## config.mk

```make
export PLATFORM = sky130hd
export DESIGN_NAME = scan_top
export DESIGN_NICKNAME = d
export VERILOG_FILES = /design/src/scan_pkg.sv /design/src/scan_top.sv /design/src/report_tx.sv /design/src/scan_angle_calc.sv /design/src/angle_divider.sv /design/src/scan_parser.sv /design/src/uart_rx.sv
export VERILOG_INCLUDE_DIRS = /design/src
export SDC_FILE = /design/constraint.sdc
export NUM_CORES = 2
export LEC_CHECK = 0
export ABC_AREA = 1
export BUFFER_PORTS_ARGS = -buffer_cell sky130_fd_sc_hd__buf_2
export CORE_UTILIZATION = 33
export CTS_CLUSTER_SIZE = 40
export DETAILED_ROUTE_END_ITERATION = 8
export PLACE_DENSITY = 0.52
export SYNTH_ARGS = -nofsm -noshare
export SYNTH_HDL_FRONTEND = slang
export SYNTH_SLANG_ARGS = --single-unit
```

## constraint.sdc

```tcl
create_clock -name clk -period 13.4 [get_ports clk]
set_input_delay 1.34 -clock clk [delete_from_list [all_inputs] [get_ports clk]]
set_output_delay 1.34 -clock clk [all_outputs]
set_load 0.1 [all_outputs]
```

## src/scan_cfg.svh

```systemverilog
`ifndef SCAN_CFG_SVH
`define SCAN_CFG_SVH

`default_nettype none

// sync header of every scan packet
`define SCAN_HEADER_A 8'hAA
`define SCAN_HEADER_B 8'h55

// clocks per uart bit, 868 gives 115200 baud at 100 MHz
`define SCAN_CLKS_PER_BIT 16

// samples closer than this count as obstacles
`define SCAN_OBS_DISTANCE 16'h0080
// only the first samples of a packet feed the mask
`define SCAN_ALERT_SAMPLES 16

// divider operand width
`define SCAN_DIV_WIDTH 32

`default_nettype wire

`endif
```

## src/scan_pkg.sv

```systemverilog
`default_nettype none

package scan_pkg;

    // one distance sample from the sensor
    typedef logic [15:0] distance_t;

    // angle in raw sensor units
    typedef logic [15:0] angle_t;

    // per-packet result of the parser
    typedef struct packed {
        angle_t      fsa;
        angle_t      lsa;
        logic [7:0]  count;
        logic [7:0]  min_idx;
        logic [7:0]  max_idx;
    } scan_summary_t;

    // what goes back out on the uart, alert first
    typedef struct packed {
        logic [15:0] alert;
        angle_t      min_angle;
        angle_t      max_angle;
    } scan_report_t;

endpackage

`default_nettype wire

```

## src/scan_top.sv

```systemverilog
`timescale 1ns/1ps
`default_nettype none

module scan_top (
    input  logic clk,
    input  logic TxD_reset,
    input  logic rx_serial,
    output logic tx_serial,
    output logic tx_busy
);

    import scan_pkg::*;

    logic [7:0]    rx_byte;
    logic          rx_valid;
    scan_summary_t summary;
    logic          summary_valid;
    logic [15:0]   alert;
    logic          alert_valid;
    scan_report_t  report;
    logic          report_valid;

    uart_rx uart_rx_i (
        .clk       (clk),
        .TxD_reset (TxD_reset),
        .rx_serial (rx_serial),
        .rx_byte   (rx_byte),
        .rx_valid  (rx_valid)
    );

    // one packet at a time into a summary
    scan_parser scan_parser_i (
        .clk           (clk),
        .TxD_reset     (TxD_reset),
        .rx_byte       (rx_byte),
        .rx_valid      (rx_valid),
        .summary       (summary),
        .summary_valid (summary_valid),
        .alert         (alert),
        .alert_valid   (alert_valid)
    );

    scan_angle_calc scan_angle_calc_i (
        .clk           (clk),
        .TxD_reset     (TxD_reset),
        .summary       (summary),
        .summary_valid (summary_valid),
        .alert         (alert),
        .alert_valid   (alert_valid),
        .report        (report),
        .report_valid  (report_valid)
    );

    report_tx report_tx_i (
        .clk          (clk),
        .TxD_reset    (TxD_reset),
        .report       (report),
        .report_valid (report_valid),
        .tx_serial    (tx_serial),
        .tx_busy      (tx_busy)
    );

endmodule

`default_nettype wire

```

## src/report_tx.sv

```systemverilog
`timescale 1ns/1ps
`include "scan_cfg.svh"
`default_nettype none

module report_tx (
    input  logic                   clk,
    input  logic                   TxD_reset,
    input  scan_pkg::scan_report_t report,
    input  logic                   report_valid,
    output logic                   tx_serial,
    output logic                   tx_busy
);

    import scan_pkg::*;

    localparam int FULL = `SCAN_CLKS_PER_BIT;

    scan_report_t rep_q;
    logic         busy_q;
    logic [2:0]   byte_q;
    logic [3:0]   bit_q;
    logic [9:0]   cnt_q;
    logic [9:0]   frame_q;

    logic         latch;
    logic         bit_end;
    logic         frame_end;
    logic         next_frame;

    // six bytes, each field low byte first
    function automatic logic [7:0] pick_byte(scan_report_t r, logic [2:0] i);
        case (i)
            3'd0:    pick_byte = r.alert[7:0];
            3'd1:    pick_byte = r.alert[15:8];
            3'd2:    pick_byte = r.min_angle[7:0];
            3'd3:    pick_byte = r.min_angle[15:8];
            3'd4:    pick_byte = r.max_angle[7:0];
            default: pick_byte = r.max_angle[15:8];
        endcase
    endfunction

    // reports during a send are dropped
    assign latch      = report_valid && !busy_q;
    assign bit_end    = busy_q && (cnt_q == 10'(FULL - 1));
    assign frame_end  = bit_end && (bit_q == 4'd9);
    assign next_frame = frame_end && (byte_q != 3'd5);

    // line idles high
    assign tx_serial = busy_q ? frame_q[0] : 1'b1;
    assign tx_busy   = busy_q;

    always_ff @(posedge clk) begin
        if (TxD_reset) begin
            busy_q <= 1'b0;
            byte_q <= '0;
            bit_q  <= '0;
            cnt_q  <= '0;
        end else if (latch) begin
            busy_q <= 1'b1;
            byte_q <= '0;
            bit_q  <= '0;
            cnt_q  <= '0;
        end else if (busy_q) begin
            cnt_q <= bit_end ? 10'd0 : cnt_q + 10'd1;
            if (next_frame) begin
                // next start bit follows the stop bit directly
                byte_q <= byte_q + 3'd1;
                bit_q  <= '0;
            end else if (frame_end) begin
                busy_q <= 1'b0;
            end else if (bit_end) begin
                bit_q <= bit_q + 4'd1;
            end
        end
    end

    // frame is stop, data, start with the start bit at the bottom
    always_ff @(posedge clk) begin
        if (latch) begin
            rep_q   <= report;
            frame_q <= {1'b1, pick_byte(report, 3'd0), 1'b0};
        end else if (next_frame) begin
            frame_q <= {1'b1, pick_byte(rep_q, byte_q + 3'd1), 1'b0};
        end else if (bit_end) begin
            frame_q <= {1'b1, frame_q[9:1]};
        end
    end

endmodule

`default_nettype wire

```

## src/scan_angle_calc.sv

```systemverilog
`timescale 1ns/1ps
`include "scan_cfg.svh"
`default_nettype none

module scan_angle_calc (
    input  logic                    clk,
    input  logic                    TxD_reset,
    input  scan_pkg::scan_summary_t summary,
    input  logic                    summary_valid,
    input  logic [15:0]             alert,
    input  logic                    alert_valid,
    output scan_pkg::scan_report_t  report,
    output logic                    report_valid
);

    import scan_pkg::*;

    localparam int W = `SCAN_DIV_WIDTH;

    angle_t       span;
    angle_t       fsa_q;
    logic [15:0]  mask_q;
    logic [W-1:0] num_min_q;
    logic [W-1:0] num_max_q;
    logic [W-1:0] den_q;
    logic         start_q;
    logic [W-1:0] min_quo;
    logic [W-1:0] max_quo;
    logic         min_done;
    logic         max_done;
    logic         both_done;

    assign span = summary.lsa - summary.fsa;

    // index times span over count minus one
    always_ff @(posedge clk) begin
        if (summary_valid) begin
            fsa_q     <= summary.fsa;
            num_min_q <= W'(summary.min_idx) * W'(span);
            num_max_q <= W'(summary.max_idx) * W'(span);
            den_q     <= W'(summary.count - 8'd1);
        end
        if (alert_valid) begin
            mask_q <= alert;
        end
    end

    angle_divider min_div_i (
        .clk         (clk),
        .TxD_reset   (TxD_reset),
        .start       (start_q),
        .numerator   (num_min_q),
        .denominator (den_q),
        .quotient    (min_quo),
        .done        (min_done)
    );

    angle_divider max_div_i (
        .clk         (clk),
        .TxD_reset   (TxD_reset),
        .start       (start_q),
        .numerator   (num_max_q),
        .denominator (den_q),
        .quotient    (max_quo),
        .done        (max_done)
    );

    // shared start and fixed length, so both done pulses line up
    assign both_done = min_done && max_done;

    always_ff @(posedge clk) begin
        if (TxD_reset) begin
            start_q      <= 1'b0;
            report_valid <= 1'b0;
        end else begin
            start_q      <= summary_valid;
            report_valid <= both_done;
        end
    end

    always_ff @(posedge clk) begin
        if (both_done) begin
            report.alert     <= mask_q;
            report.min_angle <= fsa_q + angle_t'(min_quo);
            report.max_angle <= fsa_q + angle_t'(max_quo);
        end
    end

endmodule

`default_nettype wire

```

## src/angle_divider.sv

```systemverilog
`timescale 1ns/1ps
`include "scan_cfg.svh"
`default_nettype none

module angle_divider (
    input  logic                       clk,
    input  logic                       TxD_reset,
    input  logic                       start,
    input  logic [`SCAN_DIV_WIDTH-1:0] numerator,
    input  logic [`SCAN_DIV_WIDTH-1:0] denominator,
    output logic [`SCAN_DIV_WIDTH-1:0] quotient,
    output logic                       done
);

    localparam int W = `SCAN_DIV_WIDTH;

    logic         busy_q;
    logic [5:0]   cnt_q;
    logic [W-1:0] rem_q;
    logic [W-1:0] quo_q;
    logic [W-1:0] den_q;

    logic [W-1:0] rem_src;
    logic [W-1:0] quo_src;
    logic [W-1:0] den_src;
    logic [W:0]   rem_shift;
    logic         sub_ok;
    logic [W-1:0] rem_next;
    logic [W-1:0] quo_next;

    // start cycle already does the first step on the raw operands
    always_comb begin
        rem_src   = start ? '0 : rem_q;
        quo_src   = start ? numerator : quo_q;
        den_src   = start ? denominator : den_q;
        rem_shift = {rem_src, quo_src[W-1]};
        sub_ok    = (rem_shift >= {1'b0, den_src});
        // remainder stays below the divisor, top bit is always zero
        rem_next  = sub_ok ? W'(rem_shift - {1'b0, den_src}) : rem_shift[W-1:0];
        quo_next  = {quo_src[W-2:0], sub_ok};
    end

    assign quotient = quo_q;

    always_ff @(posedge clk) begin
        if (TxD_reset) begin
            busy_q <= 1'b0;
            cnt_q  <= '0;
            done   <= 1'b0;
        end else begin
            done <= 1'b0;
            if (start) begin
                busy_q <= 1'b1;
                cnt_q  <= 6'(W - 1);
            end else if (busy_q) begin
                cnt_q <= cnt_q - 6'd1;
                // 32nd step lands here
                if (cnt_q == 6'd1) begin
                    busy_q <= 1'b0;
                    done   <= 1'b1;
                end
            end
        end
    end

    always_ff @(posedge clk) begin
        if (start || busy_q) begin
            rem_q <= rem_next;
            quo_q <= quo_next;
        end
        if (start) begin
            den_q <= denominator;
        end
    end

endmodule

`default_nettype wire

```

## src/scan_parser.sv

```systemverilog
`timescale 1ns/1ps
`include "scan_cfg.svh"
`default_nettype none

module scan_parser (
    input  logic                   clk,
    input  logic                   TxD_reset,
    input  logic [7:0]             rx_byte,
    input  logic                   rx_valid,
    output scan_pkg::scan_summary_t summary,
    output logic                   summary_valid,
    output logic [15:0]            alert,
    output logic                   alert_valid
);

    import scan_pkg::*;

    typedef enum logic [2:0] {
        HUNT_A, HUNT_B, GET_COUNT, GET_FSA, GET_LSA, GET_SAMPLE
    } parse_state_t;

    parse_state_t state_q;
    logic         hi_q;
    logic [7:0]   idx_q;
    logic [7:0]   lo_q;
    logic [7:0]   count_q;
    angle_t       fsa_q;
    angle_t       lsa_q;
    distance_t    min_q;
    distance_t    max_q;
    logic [7:0]   min_idx_q;
    logic [7:0]   max_idx_q;
    logic [15:0]  mask_q;

    distance_t    word;
    logic         nonzero;
    logic         take_min;
    logic         take_max;
    logic         shift_mask;
    logic [15:0]  mask_next;
    logic [7:0]   min_idx_next;
    logic [7:0]   max_idx_next;
    logic         last_sample;

    // little endian, low byte already held
    assign word       = {rx_byte, lo_q};
    assign nonzero    = (word != '0);
    // strict compares so the first occurrence stays
    assign take_min   = nonzero && (word < min_q);
    assign take_max   = nonzero && (word > max_q);
    assign shift_mask = nonzero && (idx_q < 8'(`SCAN_ALERT_SAMPLES));
    assign mask_next  = shift_mask ? {word < `SCAN_OBS_DISTANCE, mask_q[15:1]} : mask_q;
    assign min_idx_next = take_min ? idx_q : min_idx_q;
    assign max_idx_next = take_max ? idx_q : max_idx_q;
    assign last_sample  = rx_valid && (state_q == GET_SAMPLE) && hi_q
                          && (idx_q == count_q - 8'd1);

    always_ff @(posedge clk) begin
        if (TxD_reset) begin
            state_q       <= HUNT_A;
            hi_q          <= 1'b0;
            idx_q         <= '0;
            summary_valid <= 1'b0;
            alert_valid   <= 1'b0;
        end else begin
            summary_valid <= last_sample;
            alert_valid   <= last_sample;
            if (rx_valid) begin
                case (state_q)
                    HUNT_A: begin
                        if (rx_byte == `SCAN_HEADER_A) begin
                            state_q <= HUNT_B;
                        end
                    end
                    // anything but the second header byte restarts the hunt
                    HUNT_B: state_q <= (rx_byte == `SCAN_HEADER_B) ? GET_COUNT : HUNT_A;
                    GET_COUNT: begin
                        state_q <= GET_FSA;
                        hi_q    <= 1'b0;
                        idx_q   <= '0;
                    end
                    GET_FSA: begin
                        hi_q <= ~hi_q;
                        if (hi_q) begin
                            state_q <= GET_LSA;
                        end
                    end
                    GET_LSA: begin
                        hi_q <= ~hi_q;
                        if (hi_q) begin
                            state_q <= GET_SAMPLE;
                        end
                    end
                    GET_SAMPLE: begin
                        hi_q <= ~hi_q;
                        // zero samples still advance the index
                        if (hi_q) begin
                            idx_q <= idx_q + 8'd1;
                        end
                        if (last_sample) begin
                            state_q <= HUNT_A;
                        end
                    end
                    default: state_q <= HUNT_A;
                endcase
            end
        end
    end

    always_ff @(posedge clk) begin
        if (rx_valid) begin
            if (!hi_q) begin
                lo_q <= rx_byte;
            end
            case (state_q)
                GET_COUNT: begin
                    // fresh trackers for every packet
                    count_q   <= rx_byte;
                    min_q     <= '1;
                    max_q     <= '0;
                    min_idx_q <= '0;
                    max_idx_q <= '0;
                    mask_q    <= '0;
                end
                GET_FSA: begin
                    if (hi_q) begin
                        fsa_q <= word;
                    end
                end
                GET_LSA: begin
                    if (hi_q) begin
                        lsa_q <= word;
                    end
                end
                GET_SAMPLE: begin
                    if (hi_q) begin
                        if (take_min) begin
                            min_q <= word;
                        end
                        if (take_max) begin
                            max_q <= word;
                        end
                        min_idx_q <= min_idx_next;
                        max_idx_q <= max_idx_next;
                        mask_q    <= mask_next;
                    end
                end
                default: ;
            endcase
        end
        // publish including the last sample's update
        if (last_sample) begin
            summary.fsa     <= fsa_q;
            summary.lsa     <= lsa_q;
            summary.count   <= count_q;
            summary.min_idx <= min_idx_next;
            summary.max_idx <= max_idx_next;
            alert           <= mask_next;
        end
    end

endmodule

`default_nettype wire

```

## src/uart_rx.sv

```systemverilog
`timescale 1ns/1ps
`include "scan_cfg.svh"
`default_nettype none

module uart_rx (
    input  logic       clk,
    input  logic       TxD_reset,
    input  logic       rx_serial,
    output logic [7:0] rx_byte,
    output logic       rx_valid
);

    localparam int FULL = `SCAN_CLKS_PER_BIT;
    localparam int HALF = FULL / 2;

    typedef enum logic [1:0] {RX_IDLE, RX_START, RX_DATA, RX_STOP} rx_state_t;

    rx_state_t  state_q;
    logic [1:0] sync_q;
    logic [9:0] cnt_q;
    logic [2:0] bit_q;
    logic [7:0] shift_q;
    logic       bit_tick;
    logic       half_tick;

    // synchronized line is sync_q[1]
    assign half_tick = (cnt_q == 10'(HALF - 1));
    assign bit_tick  = (cnt_q == 10'(FULL - 1));
    assign rx_byte   = shift_q;

    always_ff @(posedge clk) begin
        if (TxD_reset) begin
            sync_q   <= 2'b11;
            state_q  <= RX_IDLE;
            cnt_q    <= '0;
            bit_q    <= '0;
            rx_valid <= 1'b0;
        end else begin
            sync_q   <= {sync_q[0], rx_serial};
            rx_valid <= 1'b0;
            case (state_q)
                RX_IDLE: begin
                    cnt_q <= '0;
                    // falling edge marks a start bit
                    if (!sync_q[1]) begin
                        state_q <= RX_START;
                    end
                end
                RX_START: begin
                    if (half_tick) begin
                        cnt_q <= '0;
                        bit_q <= '0;
                        // glitch filter, start must still be low at mid-bit
                        state_q <= sync_q[1] ? RX_IDLE : RX_DATA;
                    end else begin
                        cnt_q <= cnt_q + 10'd1;
                    end
                end
                RX_DATA: begin
                    if (bit_tick) begin
                        cnt_q <= '0;
                        bit_q <= bit_q + 3'd1;
                        if (bit_q == 3'd7) begin
                            state_q <= RX_STOP;
                        end
                    end else begin
                        cnt_q <= cnt_q + 10'd1;
                    end
                end
                default: begin
                    if (bit_tick) begin
                        cnt_q   <= '0;
                        state_q <= RX_IDLE;
                        // framing error drops the byte
                        rx_valid <= sync_q[1];
                    end else begin
                        cnt_q <= cnt_q + 10'd1;
                    end
                end
            endcase
        end
    end

    // lsb arrives first, shift in from the top
    always_ff @(posedge clk) begin
        if (state_q == RX_DATA && bit_tick) begin
            shift_q <= {sync_q[1], shift_q[7:1]};
        end
    end

endmodule

`default_nettype wire

```

# Word level (Yosys, flattened, before mapping)
# Index checks and enable logic that the tools add are counted.
dict set report classes {
  addsub 15
  eq_ne 34
  n_reduce_logical 47
  muxes 70
  n_mul 2
  n_lt_le_gt_ge 6
  bitwise 4
}
# op count
set ops {}
lappend ops {{two-way mux 32 bit} 8}
lappend ops {{two-way mux 16 bit} 6}
lappend ops {{case mux 16 bit (2 select lines)} 3}
lappend ops {{greater-or-equal comparator 33 x 32 -> 1 bit} 2}
lappend ops {{subtractor 32 bit} 2}
lappend ops {{multiplier 8 x 16 -> 24 bit} 2}
lappend ops {{case mux 8 bit (2 select lines)} 3}
lappend ops {{two-way mux 8 bit} 5}
lappend ops {{case mux 8 bit (5 select lines)} 1}
lappend ops {{adder 16 bit} 2}
lappend ops {{two-way mux 10 bit} 3}
lappend ops {{two-way mux 9 bit} 3}
lappend ops {{adder 10 x 1 -> 10 bit (second input constant)} 2}
lappend ops {{equality test 10 x 4 -> 1 bit (second input constant)} 2}
lappend ops {{two-way mux 5 bit} 4}
lappend ops {{!= test 2 x 1 -> 1 bit (second input constant)} 10}
lappend ops {{case mux 10 bit (2 select lines)} 1}
lappend ops {{two-way mux 3 bit} 6}
lappend ops {{case mux 3 bit (6 select lines)} 1}
lappend ops {{greater-than comparator 16 bit} 1}
lappend ops {{less-than comparator 16 bit} 1}
lappend ops {{less-than comparator 16 x 8 -> 1 bit (second input constant)} 1}
lappend ops {{nonzero test 16 bit} 1}
lappend ops {{subtractor 16 bit} 1}
lappend ops {{41 further kinds} 107}
dict set report word_totals {
  in_bits 3
  wordCells 238
  reg_bits 668
  output_inout_bits 2
}

# Depth between registers and ports, before layout
dict set report logic_depth {
  depth_word 7
  depth_mapped 28
  mapped_depth_nobuf 27
}

# By module
# From an unflattened synthesis, not the netlist that was laid out.
dict set report hier_totals {
  cells_unflattened 5070
  area_unflattened_um2 42408.2
}
# mod area_each_um2 cells_each instances
set modules_own_cells {}
lappend modules_own_cells {scan_angle_calc 15230.9 1838 1}
lappend modules_own_cells {scan_parser 8359.3 727 1}
lappend modules_own_cells {{angle_divider (scan_angle_calc_i.max_div_i)} 7103.1 1022 1}
lappend modules_own_cells {{angle_divider (scan_angle_calc_i.min_div_i)} 7094.3 1021 1}
lappend modules_own_cells {report_tx 3448.3 337 1}
lappend modules_own_cells {uart_rx 1172.4 125 1}

# Worst setup path before layout
# No wires, ideal clock.
dict set report synth_path {
  kind {register -> register}
  startpoint {reg scan_parser_i.summary[40] (netlist name)}
  endpoint {reg scan_angle_calc_i.num_min_q[21], data pin}
  setup_time_ns 0.265
  synth_period_minus_slack_ns 5.638
  path_stages_with_launch 22
  arrival_ns 5.373
  required_ns 13.135
  path_slack_ns 7.762
  cell_sequence {edfxtp_1 > ha_1 > fa_1 > o21ai_2 > a21boi_2 > o21ai_2 > xor2_1 > inv_2 > nor2_1 > fa_1 > fa_1 > fa_1 > inv_1 > fa_1 > inv_1 > ha_1 > clkbuf_1 > nand4_1 > nor3_1 > nand3_1 > o211ai_1 > xor2_1}
}
dict set report synth_between {
  elab_chain_len 2
}
# item line_no
set synth_rtl {}
lappend synth_rtl {{subtractor 16 bit} scan_angle_calc.sv:33} ;# assign span = summary.lsa - summary.fsa;
lappend synth_rtl {{multiplier 8 x 16 -> 24 bit} scan_angle_calc.sv:39} ;# num_min_q <= W'(summary.min_idx) * W'(span);
lappend synth_rtl {{end signal, assigned} scan_angle_calc.sv:39}
lappend synth_rtl {{end, declared} scan_angle_calc.sv:23} ;# logic [W-1:0] num_min_q;
# No other way between the ends.
# A chain may end at the register's enable or synchronous reset.

# Worst setup path in the final report
dict set report layout_path {
  startpoint {reg scan_parser_i.summary[40] (netlist name)}
  endpoint {reg scan_angle_calc_i.num_max_q[13], data pin}
}
dict set report layout_between {
  elab_chain_len 2
}
# item line_no
set layout_rtl {}
lappend layout_rtl {{subtractor 16 bit} scan_angle_calc.sv:33}
lappend layout_rtl {{multiplier 8 x 16 -> 24 bit} scan_angle_calc.sv:40} ;# num_max_q <= W'(summary.max_idx) * W'(span);
lappend layout_rtl {{end signal, assigned} scan_angle_calc.sv:40}
lappend layout_rtl {{end, declared} scan_angle_calc.sv:24} ;# logic [W-1:0] num_max_q;
# No other way between the ends.

==> impl_metrics.py <==
metrics = {
    "outcome": {
        "status": "finished clean",
    },
    "sta": {
        "tns_ns": 0,
        "clock_skew_ns": 0.05947,
        "worstMarginPinSlew_ns": 1.152,
        "slew_headroom_pct": 23.01,
        "slew_viol_final": 0,
        "fin_crit_sh_pct": 48.38,
        "setup_viol": 0,
        "min_period_ns": 6.483,
        "max_freq_mhz": 154.2,
        "hold_viol": 0,
        "rsz0062_at_grt": "no",
    },
    "placed_design": {
        "numPortBuffers": 4,
        "dp_cells": 6041,
        "gp_congestion": 0.8982,
        "dp_hpwl_mm": 72.10,
        "place_area_mm2": 0.04158,
    },
    "clocking": {
        "ctsHoldBuffers": 0,
        "clock_tree.buffer_depth": 3,
        "cts_resized": 0,
        "clkSinkCount": 645,
        "cts-htree-levels": 3,
        "cts_tree": "done",
        "clk_pin_slew_worst_paths_ns": 0.06,
        "cts_made_buffers": 76,
        "cts_setup_buffers": 0,
        "clock_latency_ns": 0.66,
        "cts.root.buffer_cell": "clkbuf_16",
    },
    "finish": {
        "largest_reg_flops": 56,
        "multi_input_area_mm2": 0.01838,
        "reg_top3": "scan_parser_i.summary (56), report_tx_i.rep_q (48), scan_angle_calc_i.report (48)",
        "fin_util_pct": 36.80,
        "layout-drive-gt1-share_pct": 4.448,
        "fillCellCount": 12398,
        "syn2layout_area_growth_pct": 10.73,
        "fin_cells": 6176,
        "design_area_mm2": 0.04409,
        "layout.nets": 4933,
        "final_common_cell": "nand2_1",
        "antenna-diode-count": 0,
        "layout_common_cells": "nand2_1 (992), inv_1 (769), nor2_1 (540)",
        "top_register": "scan_parser_i.summary",
        "ff_latch_area_mm2": 0.01805,
    },
    "route": {
        "vias_per_cell": 4.660,
        "initialDrtViolationCount": 1865,
        "drt_wl_total_mm": 95.76,
        "wl_per_cell_um": 15.51,
        "ant_nets": 0,
        "drt_pass1_iterations": 6,
        "drc": 0,
        "dr_total_vias": 28778,
    },
    "synth": {
        "synth_cell_types": 53,
        "synth_nets": 4928,
        "syn_area_mm2": 0.03981,
        "synth_edf_count": 513,
        "ys_seq_elements": 645,
        "yosysTopAreaCell": "edfxtp_1",
        "synth_area_leaders": "edfxtp_1 (39%), nand2_1 (9.4%), fa_1 (8.7%)",
        "ys_seq_area_share_pct": 45.33,
        "synthArstFlopShare_pct": 0,
        "yosysTopAreaCellShare_pct": 38.69,
        "ys.flop_type": "edfxtp_1",
        "netlist_instances": 4502,
        "syn-mean-instance-area_um2": 8.844,
        "ys_warn_count": 0,
    },
    "critical_path": {
        "critPathKind": "reg2reg",
        "worstPathRequired_ns": 13.79,
        "startpoint_type": "flip-flop",
        "arrival_ns": 6.87,
        "crit_path_max_fanout": 10,
        "setup.worst_path.end_class": "flip-flop",
    },
    "global_route": {
        "grt-ovfl-total": 0,
        "track_usage_pct": 15.94,
        "grt_pass1_wl_mm": 155.2,
        "antenna_found_initial": 1,
        "grt_max_degree": 85,
        "grt_pass1_vias": 28516,
    },
    "power_and_ir_drop": {
        "p_leak_nw": 19.66,
        "vdd_drop_max_mv": 0.08967,
        "power_mw": 4.347,
        "power_density_mw_per_mm2": 98.60,
    },
    "die": {
        "dieArea_mm2": 0.1220,
        "die_y_um": 349.3,
        "io_pins": 5,
        "rows": 127,
        "core_area_mm2": 0.1198,
        "start_util_pct": 33.23,
        "die_w_um": 349.3,
    },
    "worst_hold_path": {
        "hold_path_class": "reg2reg",
    },
    "run": {
        "drv_cap": 0,
    },
}
-- kinds of logic after synthesis --
logic type	synth area share (%)
flops	45.33
compound gates	6.794
xor+xnor	2.945
buf+inv	8.529
simple gates	19.85
fa+ha+maj	16.56
-- worst max-delay path, cell delays in order, from the launching register on --
cell	delay, ns
edfxtp_1	0.39
ha_1	0.24
fa_1	0.42
o21ai_2	0.27
xor2_1	0.52
clkinv_1	0.50
nor2_1	0.29
fa_1	0.46
ha_1	0.29
inv_1	0.05
fa_1	0.50
fa_1	0.54
inv_1	0.04
ha_1	0.36
nand2_1	0.06
o21ai_0	0.42
a21boi_0	0.23
o21ai_0	0.36
a21oi_1	0.13
xnor2_1	0.15
-- where the power goes --
group	internal, mW	switching [mW]	total [mW]
combinational	0.0401	0.0782	0.118
sequential	2.15	0.00451	2.15
clock	1.22	0.854	2.08
-- Yosys cell counts, types with 3 or more instances --
library cell	instances
inv_1	775
clkinv_1	3
edfxtp_1	513
nand3_1	216
nand4_1	53
o21bai_1	7
a31oi_1	8
buf_2	18
xnor2_1	37
nor3b_1	7
buf_1	9
nand2_1	992
nor2_4	3
xor2_1	95
nand3b_1	11
o21a_1	11
buf_6	5
or2_2	19
a21oi_2	4
dfxtp_1	132
o31ai_1	3
nor3_1	35
o21ai_1	21
nor2_1	541
o211ai_1	5
and2_1	3
ha_1	250
a21oi_1	276
o21ai_2	6
nand2_2	11
a21o_1	8
clkbuf_1	61
fa_1	173
nor4_1	9
inv_2	6
and3_1	3
o21ai_0	138
buf_4	5
a21boi_0	7
a211oi_1	4
-- layout make-up --
cell class              instances  area share, %
clock buffers                  93          4.527
clock inverters                42          1.149
inverters                     785          6.695
multi-input cells            2974          41.70
flip-flops and latches        645          40.95
well taps                    1612          4.575
repair buffers                 25         0.4030
-- metrics by stage --
step	worst slack [ns]	hold slack [ns]
floorplan	7.762	0.3895
global placement	7.071	0.4003
detailed placement	6.933	0.4045
CTS	6.945	0.4004
global route	6.526	0.4188
finish	6.917	0.4056
-- metal layers --
| layer | share of wire [%] | up-vias | GRT usage (%) |
|---|---|---|---|
| met5 | 0 | - | 0 |
| met4 | 2.9 | 0 | 5.075 |
| met3 | 3.5 | 139 | 1.993 |
| met2 | 46 | 486 | 26.49 |
| met1 | 47 | 13654 | 21.51 |
| li1 | - | 14499 | - |
-- path summary, 6_finish.rpt --
path | startpoint | end | slack [ns] | cells past startpoint
setup / recovery | scan_parser_i.summary[40] | scan_angle_calc_i.num_max_q[13] | 6.92 | 19
hold / removal | scan_parser_i.lsa_q[5] | scan_parser_i.summary[29] | 0.41 | 0
setup reg to reg | scan_parser_i.summary[40] | scan_angle_calc_i.num_max_q[13] | 6.92 | 19
hold reg to reg | scan_parser_i.lsa_q[5] | scan_parser_i.summary[29] | 0.41 | 0
(Power assumes the default switching activity.)
